--- config.mk ---
export PLATFORM = sky130hd
export DESIGN_NAME = tuner_search_top
export DESIGN_NICKNAME = d
export VERILOG_FILES = /design/src/verilog/tuner_types_pkg.sv /design/src/verilog/search_state_pkg.sv /design/src/verilog/tuner_sample_if.sv /design/src/verilog/search_sequencer.sv /design/src/verilog/peak_detector.sv /design/src/verilog/peak_recorder.sv /design/src/verilog/tuner_search_top.sv
export VERILOG_INCLUDE_DIRS = /design/src /design/src/verilog
export SDC_FILE = /design/constraint.sdc
export NUM_CORES = 1
export LEC_CHECK = 0
export ABC_CLOCK_PERIOD_IN_PS = 9200
export BUFFER_PORTS_ARGS = -buffer_cell sky130_fd_sc_hd__buf_2
export CAP_MARGIN = 5
export CELL_PAD_IN_SITES_DETAIL_PLACEMENT = 0
export CELL_PAD_IN_SITES_GLOBAL_PLACEMENT = 1
export CORE_UTILIZATION = 44
export DETAILED_ROUTE_END_ITERATION = 16
export GPL_ROUTABILITY_DRIVEN = 0
export HOLD_SLACK_MARGIN = 0.03
export PLACE_DENSITY_LB_ADDON = 0.08
export SLEW_MARGIN = 30
export SYNTH_ARGS = -nofsm -noshare
export SYNTH_HDL_FRONTEND = slang
export SYNTH_SLANG_ARGS = --single-unit
--- constraint.sdc ---
create_clock -name i_clk -period 9.2 [get_ports i_clk]
set_input_delay 1.84 -clock i_clk [delete_from_list [all_inputs] [get_ports i_clk]]
set_output_delay 1.84 -clock i_clk [all_outputs]
set_load 0.02 [all_outputs]
--- src/verilog/tuner_params.svh ---
`ifndef TUNER_PARAMS_SVH
`define TUNER_PARAMS_SVH

// --------------------
// Datapath widths
// --------------------
`define TUNER_DAC_WIDTH 8
`define TUNER_ADC_WIDTH 8
`define TUNER_STRIDE_WIDTH 3

// Peak slots kept per search
`define TUNER_NUM_TARGET 8

// --------------------
// Peak detection
// --------------------
// Samples on each side of the candidate
`define TUNER_PEAK_HALF_WIN 4
// Min rise or fall votes in a half window
`define TUNER_PEAK_THRES 2
// Candidates skipped after a committed peak, four times the threshold
`define TUNER_PEAK_HOLDOFF (4 * `TUNER_PEAK_THRES)

`endif

--- src/verilog/tuner_types_pkg.sv ---
`default_nettype none

`include "tuner_params.svh"

package tuner_types_pkg;

  // DAC tune code and measured optical power
  typedef logic [`TUNER_DAC_WIDTH-1:0] tune_code_t;
  typedef logic [`TUNER_ADC_WIDTH-1:0] pwr_t;

  // Sweep step is 2**stride
  typedef logic [`TUNER_STRIDE_WIDTH-1:0] tune_stride_t;

  // Peak count runs 0..NUM_TARGET, so one extra bit over the index
  typedef logic [$clog2(`TUNER_NUM_TARGET+1)-1:0] peak_cnt_t;
  typedef logic [$clog2(`TUNER_NUM_TARGET)-1:0] peak_idx_t;

endpackage

`default_nettype wire

--- src/verilog/search_state_pkg.sv ---
`default_nettype none

package search_state_pkg;

  // Top level search FSM
  // S_INIT lasts one cycle and clears the datapath
  typedef enum logic [1:0] {
    S_IDLE,
    S_INIT,
    S_ACTIVE,
    S_DONE
  } search_state_e;

endpackage

`default_nettype wire

--- src/verilog/tuner_sample_if.sv ---
`timescale 1ns/100ps
`default_nettype none

interface tuner_sample_if;
  import tuner_types_pkg::*;

  // One cycle pulse while the search initializes
  logic       refresh;
  // Pulse per accepted measurement
  logic       update;
  // Code and power of that measurement, valid with update
  tune_code_t code;
  pwr_t       power;

  // Sequencer publishes samples
  modport seq(output refresh, output update, output code, output power);

  // Detector consumes the whole sample stream
  modport det(input refresh, input update, input code, input power);

  // Recorder only needs the clear pulse
  modport rec(input refresh);

endinterface

`default_nettype wire

--- src/verilog/search_sequencer.sv ---
`timescale 1ns/100ps
`default_nettype none

`include "tuner_params.svh"

module search_sequencer (
  input  var logic                        i_clk,
  input  var logic                        i_rst,
  // Sweep configuration, held stable during a search
  input  var tuner_types_pkg::tune_code_t   i_tune_start,
  input  var tuner_types_pkg::tune_code_t   i_tune_end,
  input  var tuner_types_pkg::tune_stride_t i_tune_stride,
  // Trigger handshake
  input  var logic                        i_trig,
  output logic                            o_trig_rdy,
  // Measurement transaction
  output logic                            o_txn_val,
  output tuner_types_pkg::tune_code_t     o_txn_code,
  input  var logic                        i_txn_rdy,
  input  var tuner_types_pkg::pwr_t       i_txn_power,
  // Results level
  output logic                            o_peaks_val,
  // Sample stream to detector and recorder
  tuner_sample_if.seq                     smp
);
  import search_state_pkg::*;
  import tuner_types_pkg::*;

  // --------------------
  // Signals
  // --------------------
  search_state_e state;
  search_state_e state_next;

  logic       trig_fire;
  logic       txn_fire;
  logic       last_sample;

  tune_code_t tune_code;
  tune_code_t tune_step;
  // Fires taken so far in this sweep
  tune_code_t sample_cnt;
  // Index of the final sample, N
  tune_code_t sample_last;

  // --------------------
  // Handshakes
  // --------------------
  assign o_trig_rdy  = (state == S_IDLE) || (state == S_DONE);
  assign o_peaks_val = (state == S_DONE);
  assign o_txn_val   = (state == S_ACTIVE);
  assign o_txn_code  = tune_code;

  assign trig_fire = i_trig && o_trig_rdy;
  assign txn_fire  = o_txn_val && i_txn_rdy;

  // --------------------
  // FSM
  // --------------------
  always_ff @(posedge i_clk or posedge i_rst) begin
    if (i_rst) begin
      state <= S_IDLE;
    end else begin
      state <= state_next;
    end
  end

  always_comb begin
    state_next = state;
    case (state)
      S_IDLE:   if (trig_fire) state_next = S_INIT;
      // Single cycle clear of the datapath
      S_INIT:   state_next = S_ACTIVE;
      // Leave right after the last fire
      S_ACTIVE: if (txn_fire && last_sample) state_next = S_DONE;
      // Retrigger allowed, results held until then
      S_DONE:   if (trig_fire) state_next = S_INIT;
      default:  state_next = S_IDLE;
    endcase
  end

  // --------------------
  // Code sweep
  // --------------------
  assign tune_step   = tune_code_t'(1) << i_tune_stride;
  // N = (end - start) >> stride, so N+1 samples
  assign sample_last = (i_tune_end - i_tune_start) >> i_tune_stride;
  assign last_sample = (sample_cnt == sample_last);

  always_ff @(posedge i_clk or posedge i_rst) begin
    if (i_rst) begin
      tune_code  <= '0;
      sample_cnt <= '0;
    end else if (state == S_INIT) begin
      tune_code  <= i_tune_start;
      sample_cnt <= '0;
    end else if (txn_fire) begin
      // New code visible the cycle after the fire
      tune_code  <= tune_code + tune_step;
      sample_cnt <= sample_cnt + 1'b1;
    end
  end

  // Each fire becomes one sample, power taken in the fire cycle
  assign smp.refresh = (state == S_INIT);
  assign smp.update  = txn_fire;
  assign smp.code    = tune_code;
  assign smp.power   = i_txn_power;

endmodule

`default_nettype wire

--- src/verilog/peak_detector.sv ---
`timescale 1ns/100ps
`default_nettype none

`include "tuner_params.svh"

module peak_detector (
  input  var logic                    i_clk,
  input  var logic                    i_rst,
  // Sample stream from the sequencer
  tuner_sample_if.det                 smp,
  // Peak commit towards the recorder
  output logic                        o_commit,
  output tuner_types_pkg::tune_code_t o_commit_code,
  output tuner_types_pkg::pwr_t       o_commit_power
);
  import tuner_types_pkg::*;

  // --------------------
  // Window geometry
  // --------------------
  localparam int half_win = `TUNER_PEAK_HALF_WIN;
  // Flag history behind the sample on the interface
  localparam int win_len  = 2 * half_win - 1;
  // First evaluated update index is 2H
  localparam int warm_len = 2 * half_win;
  localparam int warm_w   = $clog2(warm_len + 1);
  localparam int vote_w   = $clog2(half_win + 1);
  localparam int hold_w   = $clog2(`TUNER_PEAK_HOLDOFF + 1);

  localparam logic [warm_w-1:0] warm_full    = warm_w'(warm_len);
  localparam logic [vote_w-1:0] vote_thres   = vote_w'(`TUNER_PEAK_THRES);
  localparam logic [hold_w-1:0] holdoff_load = hold_w'(`TUNER_PEAK_HOLDOFF);

  // --------------------
  // Signals
  // --------------------
  // Index 0 holds the previous sample u-1
  tune_code_t win_code [half_win];
  pwr_t       win_pwr  [half_win];
  logic [win_len-1:0] win_rise;
  logic [win_len-1:0] win_fall;

  pwr_t prev_power;
  logic rise_new;
  logic fall_new;

  logic [half_win-1:0] rise_vec;
  logic [half_win-1:0] fall_vec;
  logic [vote_w-1:0]   rise_votes;
  logic [vote_w-1:0]   fall_votes;

  logic [warm_w-1:0] warm_cnt;
  logic [hold_w-1:0] holdoff_cnt;
  logic              evaluate;
  logic              peak_found;

  // Counts set flags in one half window
  function automatic logic [vote_w-1:0] count_votes(input logic [half_win-1:0] flags);
    logic [vote_w-1:0] sum;
    sum = '0;
    for (int i = 0; i < half_win; i++) begin
      sum = sum + vote_w'(flags[i]);
    end
    return sum;
  endfunction

  // --------------------
  // Step flags
  // --------------------
  // Cleared window makes sample 0 compare against zero
  assign prev_power = win_pwr[0];
  assign rise_new   = smp.power > prev_power;
  assign fall_new   = smp.power < prev_power;

  // Flags shift in at index 0
  always_ff @(posedge i_clk or posedge i_rst) begin
    if (i_rst) begin
      win_rise <= '0;
      win_fall <= '0;
    end else if (smp.refresh) begin
      win_rise <= '0;
      win_fall <= '0;
    end else if (smp.update) begin
      win_rise <= {win_rise[win_len-2:0], rise_new};
      win_fall <= {win_fall[win_len-2:0], fall_new};
    end
  end

  // Code and power kept from u-1 back to the candidate
  always_ff @(posedge i_clk) begin
    if (smp.refresh) begin
      win_code <= '{default: '0};
      win_pwr  <= '{default: '0};
    end else if (smp.update) begin
      win_code[0] <= smp.code;
      win_pwr[0]  <= smp.power;
      for (int i = 1; i < half_win; i++) begin
        win_code[i] <= win_code[i-1];
        win_pwr[i]  <= win_pwr[i-1];
      end
    end
  end

  // --------------------
  // Votes
  // --------------------
  // Candidate m = u-H sits at index H-1
  // Rises of m-H+1..m and falls of m+1..u where u is still on the interface
  assign rise_vec   = win_rise[win_len-1:half_win-1];
  assign fall_vec   = {win_fall[half_win-2:0], fall_new};
  assign rise_votes = count_votes(rise_vec);
  assign fall_votes = count_votes(fall_vec);
  assign peak_found = (rise_votes >= vote_thres) && (fall_votes >= vote_thres);

  // Full window needed before any candidate counts
  assign evaluate = smp.update && (warm_cnt == warm_full);

  always_ff @(posedge i_clk or posedge i_rst) begin
    if (i_rst) begin
      warm_cnt <= '0;
    end else if (smp.refresh) begin
      warm_cnt <= '0;
    end else if (smp.update && (warm_cnt != warm_full)) begin
      warm_cnt <= warm_cnt + 1'b1;
    end
  end

  // --------------------
  // Hold-off
  // --------------------
  // Suppresses the next HOLDOFF candidates after a commit
  always_ff @(posedge i_clk or posedge i_rst) begin
    if (i_rst) begin
      holdoff_cnt <= '0;
    end else if (smp.refresh) begin
      holdoff_cnt <= '0;
    end else if (o_commit) begin
      holdoff_cnt <= holdoff_load;
    end else if (evaluate && (holdoff_cnt != '0)) begin
      holdoff_cnt <= holdoff_cnt - 1'b1;
    end
  end

  assign o_commit       = evaluate && peak_found && (holdoff_cnt == '0);
  assign o_commit_code  = win_code[half_win-1];
  assign o_commit_power = win_pwr[half_win-1];

endmodule

`default_nettype wire

--- src/verilog/peak_recorder.sv ---
`timescale 1ns/100ps
`default_nettype none

`include "tuner_params.svh"

module peak_recorder (
  input  var logic                        i_clk,
  input  var logic                        i_rst,
  // Clear pulse at search start
  tuner_sample_if.rec                     smp,
  // Commit from the detector
  input  var logic                        i_commit,
  input  var tuner_types_pkg::tune_code_t i_commit_code,
  input  var tuner_types_pkg::pwr_t       i_commit_power,
  // Stored results
  output tuner_types_pkg::peak_cnt_t      o_peak_cnt,
  output tuner_types_pkg::tune_code_t     o_peak_codes  [`TUNER_NUM_TARGET],
  output tuner_types_pkg::pwr_t           o_peak_powers [`TUNER_NUM_TARGET]
);
  import tuner_types_pkg::*;

  localparam peak_cnt_t cnt_full = peak_cnt_t'(`TUNER_NUM_TARGET);

  tune_code_t peak_codes  [`TUNER_NUM_TARGET];
  pwr_t       peak_powers [`TUNER_NUM_TARGET];
  peak_cnt_t  peak_cnt;
  logic       has_room;

  // Extra commits dropped once all slots are used
  assign has_room = (peak_cnt != cnt_full);

  // Count saturates at NUM_TARGET
  always_ff @(posedge i_clk or posedge i_rst) begin
    if (i_rst) begin
      peak_cnt <= '0;
    end else if (smp.refresh) begin
      peak_cnt <= '0;
    end else if (i_commit && has_room) begin
      peak_cnt <= peak_cnt + 1'b1;
    end
  end

  // Slot written at the current count
  always_ff @(posedge i_clk) begin
    if (smp.refresh) begin
      peak_codes  <= '{default: '0};
      peak_powers <= '{default: '0};
    end else if (i_commit && has_room) begin
      peak_codes[peak_idx_t'(peak_cnt)]  <= i_commit_code;
      peak_powers[peak_idx_t'(peak_cnt)] <= i_commit_power;
    end
  end

  assign o_peak_cnt    = peak_cnt;
  assign o_peak_codes  = peak_codes;
  assign o_peak_powers = peak_powers;

endmodule

`default_nettype wire

--- src/verilog/tuner_search_top.sv ---
`timescale 1ns/100ps
`default_nettype none

`include "tuner_params.svh"

module tuner_search_top (
  input  var logic                          i_clk,
  input  var logic                          i_rst,
  // Sweep configuration
  input  var tuner_types_pkg::tune_code_t   i_tune_start,
  input  var tuner_types_pkg::tune_code_t   i_tune_end,
  input  var tuner_types_pkg::tune_stride_t i_tune_stride,
  // Trigger handshake
  input  var logic                          i_trig,
  output logic                              o_trig_rdy,
  // Measurement transaction
  output logic                              o_txn_val,
  output tuner_types_pkg::tune_code_t       o_txn_code,
  input  var logic                          i_txn_rdy,
  input  var tuner_types_pkg::pwr_t         i_txn_power,
  // Results, level valid in S_DONE
  output logic                              o_peaks_val,
  output tuner_types_pkg::peak_cnt_t        o_peak_cnt,
  output tuner_types_pkg::tune_code_t       o_peak_codes  [`TUNER_NUM_TARGET],
  output tuner_types_pkg::pwr_t             o_peak_powers [`TUNER_NUM_TARGET]
);
  import tuner_types_pkg::*;

  // Detector to recorder
  logic       commit;
  tune_code_t commit_code;
  pwr_t       commit_power;

  // Shared sample stream
  tuner_sample_if smp ();

  // --------------------
  // Sweep and handshakes
  // --------------------
  search_sequencer u_sequencer (
    .i_clk         (i_clk),
    .i_rst         (i_rst),
    .i_tune_start  (i_tune_start),
    .i_tune_end    (i_tune_end),
    .i_tune_stride (i_tune_stride),
    .i_trig        (i_trig),
    .o_trig_rdy    (o_trig_rdy),
    .o_txn_val     (o_txn_val),
    .o_txn_code    (o_txn_code),
    .i_txn_rdy     (i_txn_rdy),
    .i_txn_power   (i_txn_power),
    .o_peaks_val   (o_peaks_val),
    .smp           (smp.seq)
  );

  // --------------------
  // Peak search
  // --------------------
  peak_detector u_detector (
    .i_clk          (i_clk),
    .i_rst          (i_rst),
    .smp            (smp.det),
    .o_commit       (commit),
    .o_commit_code  (commit_code),
    .o_commit_power (commit_power)
  );

  peak_recorder u_recorder (
    .i_clk          (i_clk),
    .i_rst          (i_rst),
    .smp            (smp.rec),
    .i_commit       (commit),
    .i_commit_code  (commit_code),
    .i_commit_power (commit_power),
    .o_peak_cnt     (o_peak_cnt),
    .o_peak_codes   (o_peak_codes),
    .o_peak_powers  (o_peak_powers)
  );

endmodule

`default_nettype wire

==> results.cfg <==
[finish]
fillerInstances = 2279
area_growth_pct = 19.1
design_area_um2 = 12100
final_layout_size_suffix_gt1_share_pct = 17.0
antennaDiodeCount = 0
nets = 1487

[outcome]
outcome = finished clean

[logic_synthesis]
synth.avg_cell_area_um2 = 7.83
synth_cell_types = 65
yosysWarnings = 0
synth-edff-count = 0
synth_cells = 1299
ys_ff_latch = 232
syn_area_um2 = 10200
synth_seq_area_share_pct = 47.6
synth_ff_type = dfxtp_1
ys_async_sr_fraction_pct = 17.2
syn_nets = 1368

[power]
p_int_uw = 1980
seqPwrFrac_pct = 40.3
p_clk_share_pct = 39.0
switching_share_pct = 31.5
p_leak_uw = 0.00504
combPwrFrac_pct = 20.7
p_per_area_nw_per_um2 = 238
ir_drop_mv = 0.145
switchingPower_uw = 907

[timing]
hold_violations = 0
period_share_pct = 57.7
finClkSkew_ns = 0.0239
worst_pin_slew_ns = 0.914
rsz0062_at_grt = no
max_freq_ghz = 0.188
finalSetupViolations = 0
drv_slew = 0
maxSlewHeadroom_pct = 39.1
finalSetupTns_ns = 0
min_period_ns = 5.31
setup_ws_ns = 3.89

[worst_setup_path]
critical_path.slowest_cell = nor4b_2
critPathBufInv = 2
critPathArrivalTime_ns = 5.76
crit_chain = buf_2 -> ha_1 -> nor2b_1 -> o21ai_0 -> nand2b_1 -> a21oi_1 -> nor2_1 -> a211oi_1 -> fa_1 -> a21oi_1 -> nor4b_2 -> nand2_1 -> nor2_1 -> buf_4 -> nand2_1 -> a21oi_1
path_class = in -> reg
crit_path_end_kind = register
critical_path.max_fanout = 9
slowest_delay_ns = 0.63
required_ns = 9.65
cp_top_family = simple AND/OR/NAND/NOR gates
cp_common_cell = a21oi_1
cp-start-kind = input port

[floorplanning]
coreArea_um2 = 22600
io_pins = 174
dieArea_um2 = 23700
die_w_um = 154
row_count = 55
start_util_pct = 45.0
die_height_um = 154

[detailed_routing]
viasPerCell = 5.21
drtIter0Drc = 514
dr.pass1.iters = 4
drt-wirelength-per-cell_um = 15.5
vias = 8980
drcViolationCount = 0
ant_nets = 0
wl_um = 26800

[clock_tree]
cts_setup_buffers = 0
insertion_delay_ns = 0.53
clockBufferDepth = 3
clk_root_buffer_cell = clkbuf_16
cts.sinks = 232
cts_hold_buffers = 0
cts_tree = done
clkTransAtPathRegs_ns = 0.06
post_cts_resized = 0
cts-buffers-inserted = 26
htreeDepth = 1

[placed_design]
pre_cts_slack_ns = 3.33
detailed_place_hpwl_um = 18000
portBuffers = 173
dpl-instance-area_um2 = 11200

[run]
maxCapViolations = 0

[hold_path]
hold_path_class = reg -> reg

[grt]
grt_usage_pct = 22.3
grt_remaining_overflow = 0
grt_start_max_net_pins = 93
grt_pass1_vias = 8125
antenna_found_initial = 0
grt_pass1_wl_um = 43000
## cell type report
type | count | area [um2] | share of cell area, %
sequential | 232 | 4840 | 40.0
clock inverter | 15 | 219 | 1.81
timing repair buffer | 181 | 930 | 7.67
clock buffer | 33 | 738 | 6.09
multi-input combinational | 940 | 4890 | 40.4
tap | 285 | 357 | 2.94
inverter | 37 | 139 | 1.15
## layout by cell type (no fill, tap or decap), types with 3 or more instances in the layout
| master | count |
|---|---|
| nand2_1 | 437 |
| a21oi_1 | 224 |
| dfxtp_1 | 192 |
| buf_2 | 173 |
| nor2_1 | 52 |
| dfrtp_1 | 40 |
| inv_1 | 36 |
| ha_1 | 34 |
| clkbuf_16 | 27 |
| xnor2_1 | 15 |
| nand3_1 | 14 |
| xor2_1 | 11 |
| nor2b_1 | 11 |
| o21ai_0 | 11 |
| a211oi_1 | 10 |
| nor3_1 | 8 |
| a21o_1 | 8 |
| clkinv_2 | 7 |
| buf_4 | 7 |
| nand2b_1 | 6 |
| o211ai_1 | 6 |
| mux2i_1 | 5 |
| and3_1 | 5 |
| bufinv_16 | 5 |
| nand3b_1 | 4 |
| nand4_1 | 4 |
| or4_1 | 4 |
| a211o_1 | 4 |
| a31oi_1 | 4 |
| clkbuf_8 | 4 |
| o21ai_1 | 3 |
| o31a_1 | 3 |
| nor4_1 | 3 |
| and2_1 | 3 |
| nor2_2 | 3 |
| fa_1 | 3 |
## worst min-delay path, stage by stage, from the launching register on
cell,delay (ns)
dfxtp_1,0.30
nand2_1,0.05
a21oi_1,0.05
## kinds of logic (layout without fill, tap and decap cells)
logic type      after synthesis  count (layout)  synth area share [%]
compound gates              297             297                  16.6
xor+xnor                     26              26                  2.24
fa+ha+maj                    38              38                  4.89
buf+inv                     127             266                  4.79
flops                       232             232                  47.6
mux                           7               7                 0.713
simple gates                572             572                  23.1
## cell usage after synthesis, types with 11 or more instances
cell / number / share of area (%)
a21oi_1: 224 / 11
nor2_1: 55 / 2.0
xnor2_1: 15 / 1.3
nor2b_1: 11 / 0.68
inv_1: 36 / 1.3
xor2_1: 11 / 0.95
nand3_1: 14 / 0.69
dfxtp_1: 192 / 38
dfrtp_1: 40 / 9.8
nand2_1: 438 / 16
ha_1: 35 / 4.3
o21ai_0: 11 / 0.54
clkbuf_1: 87 / 3.2
## power by group through the flow
| stage | logic, uW | registers, uW | clock network [uW] |
|---|---|---|---|
| 2_1_floorplan | 445 | 1170 | 0 |
| 3_3_place_gp | 594 | 1180 | 0 |
| 3_5_place_dp | 599 | 1180 | 0 |
| 4_1_cts | 602 | 1160 | 1150 |
| 5_1_grt | 670 | 1170 | 1200 |
| 6_report | 596 | 1160 | 1130 |
## stage by stage
step	cells	utilization [%]	hold WS [ns]	total power [uW]
after floorplan	1299	-	0.432	1620
after CTS	1723	53.5	0.448	2910
after detailed placement	1675	49.3	0.440	1780
after global routing	1723	53.5	0.459	3040
after global placement	1675	49.2	0.435	1780
final	1723	53.5	0.446	2880
## layer usage
layer	wire length, um	up-vias	global-route usage (%)
li1	-	4544	-
met1	13000	4190	31.9
met2	12000	211	35.2
met3	1260	35	3.16
met4	520	0	5.43
met5	0	-	0
## path summary, 6_finish.rpt
path | endpoint | depth (start not counted) | slack (ns) | startpoint
max in group asynchronous | u_sequencer.o_txn_code[2] | 3 | 7.36 | i_rst
min in group asynchronous | u_detector.win_fall[1] | 3 | 1.46 | i_rst
hold reg to reg | u_recorder.o_peak_codes[13] | 2 | 0.45 | u_recorder.o_peak_codes[13]
hold / removal | u_recorder.o_peak_codes[13] | 2 | 0.45 | u_recorder.o_peak_codes[13]
setup / recovery | u_recorder.o_peak_codes[55] | 16 | 3.89 | i_txn_power[1]
setup reg to reg | u_recorder.o_peak_codes[55] | 16 | 4.93 | u_detector.prev_power[1]
## sequential cells by signal, indices dropped and copies added (netlist names)
register / cells
u_recorder.o_peak_cnt: 4
u_sequencer.o_txn_code: 8
u_detector.o_commit_code: 8
u_sequencer.state: 2
u_recorder.o_peak_powers: 64
u_detector.win_fall: 3
u_detector.win_pwr: 16
u_detector.win_code: 24
u_detector.warm_cnt: 4
u_recorder.o_peak_codes: 64
u_detector.win_rise: 7
u_detector.o_commit_power: 8
u_detector.prev_power: 8
u_detector.holdoff_cnt: 4
u_sequencer.sample_cnt: 8
(Power assumes the default switching activity.)
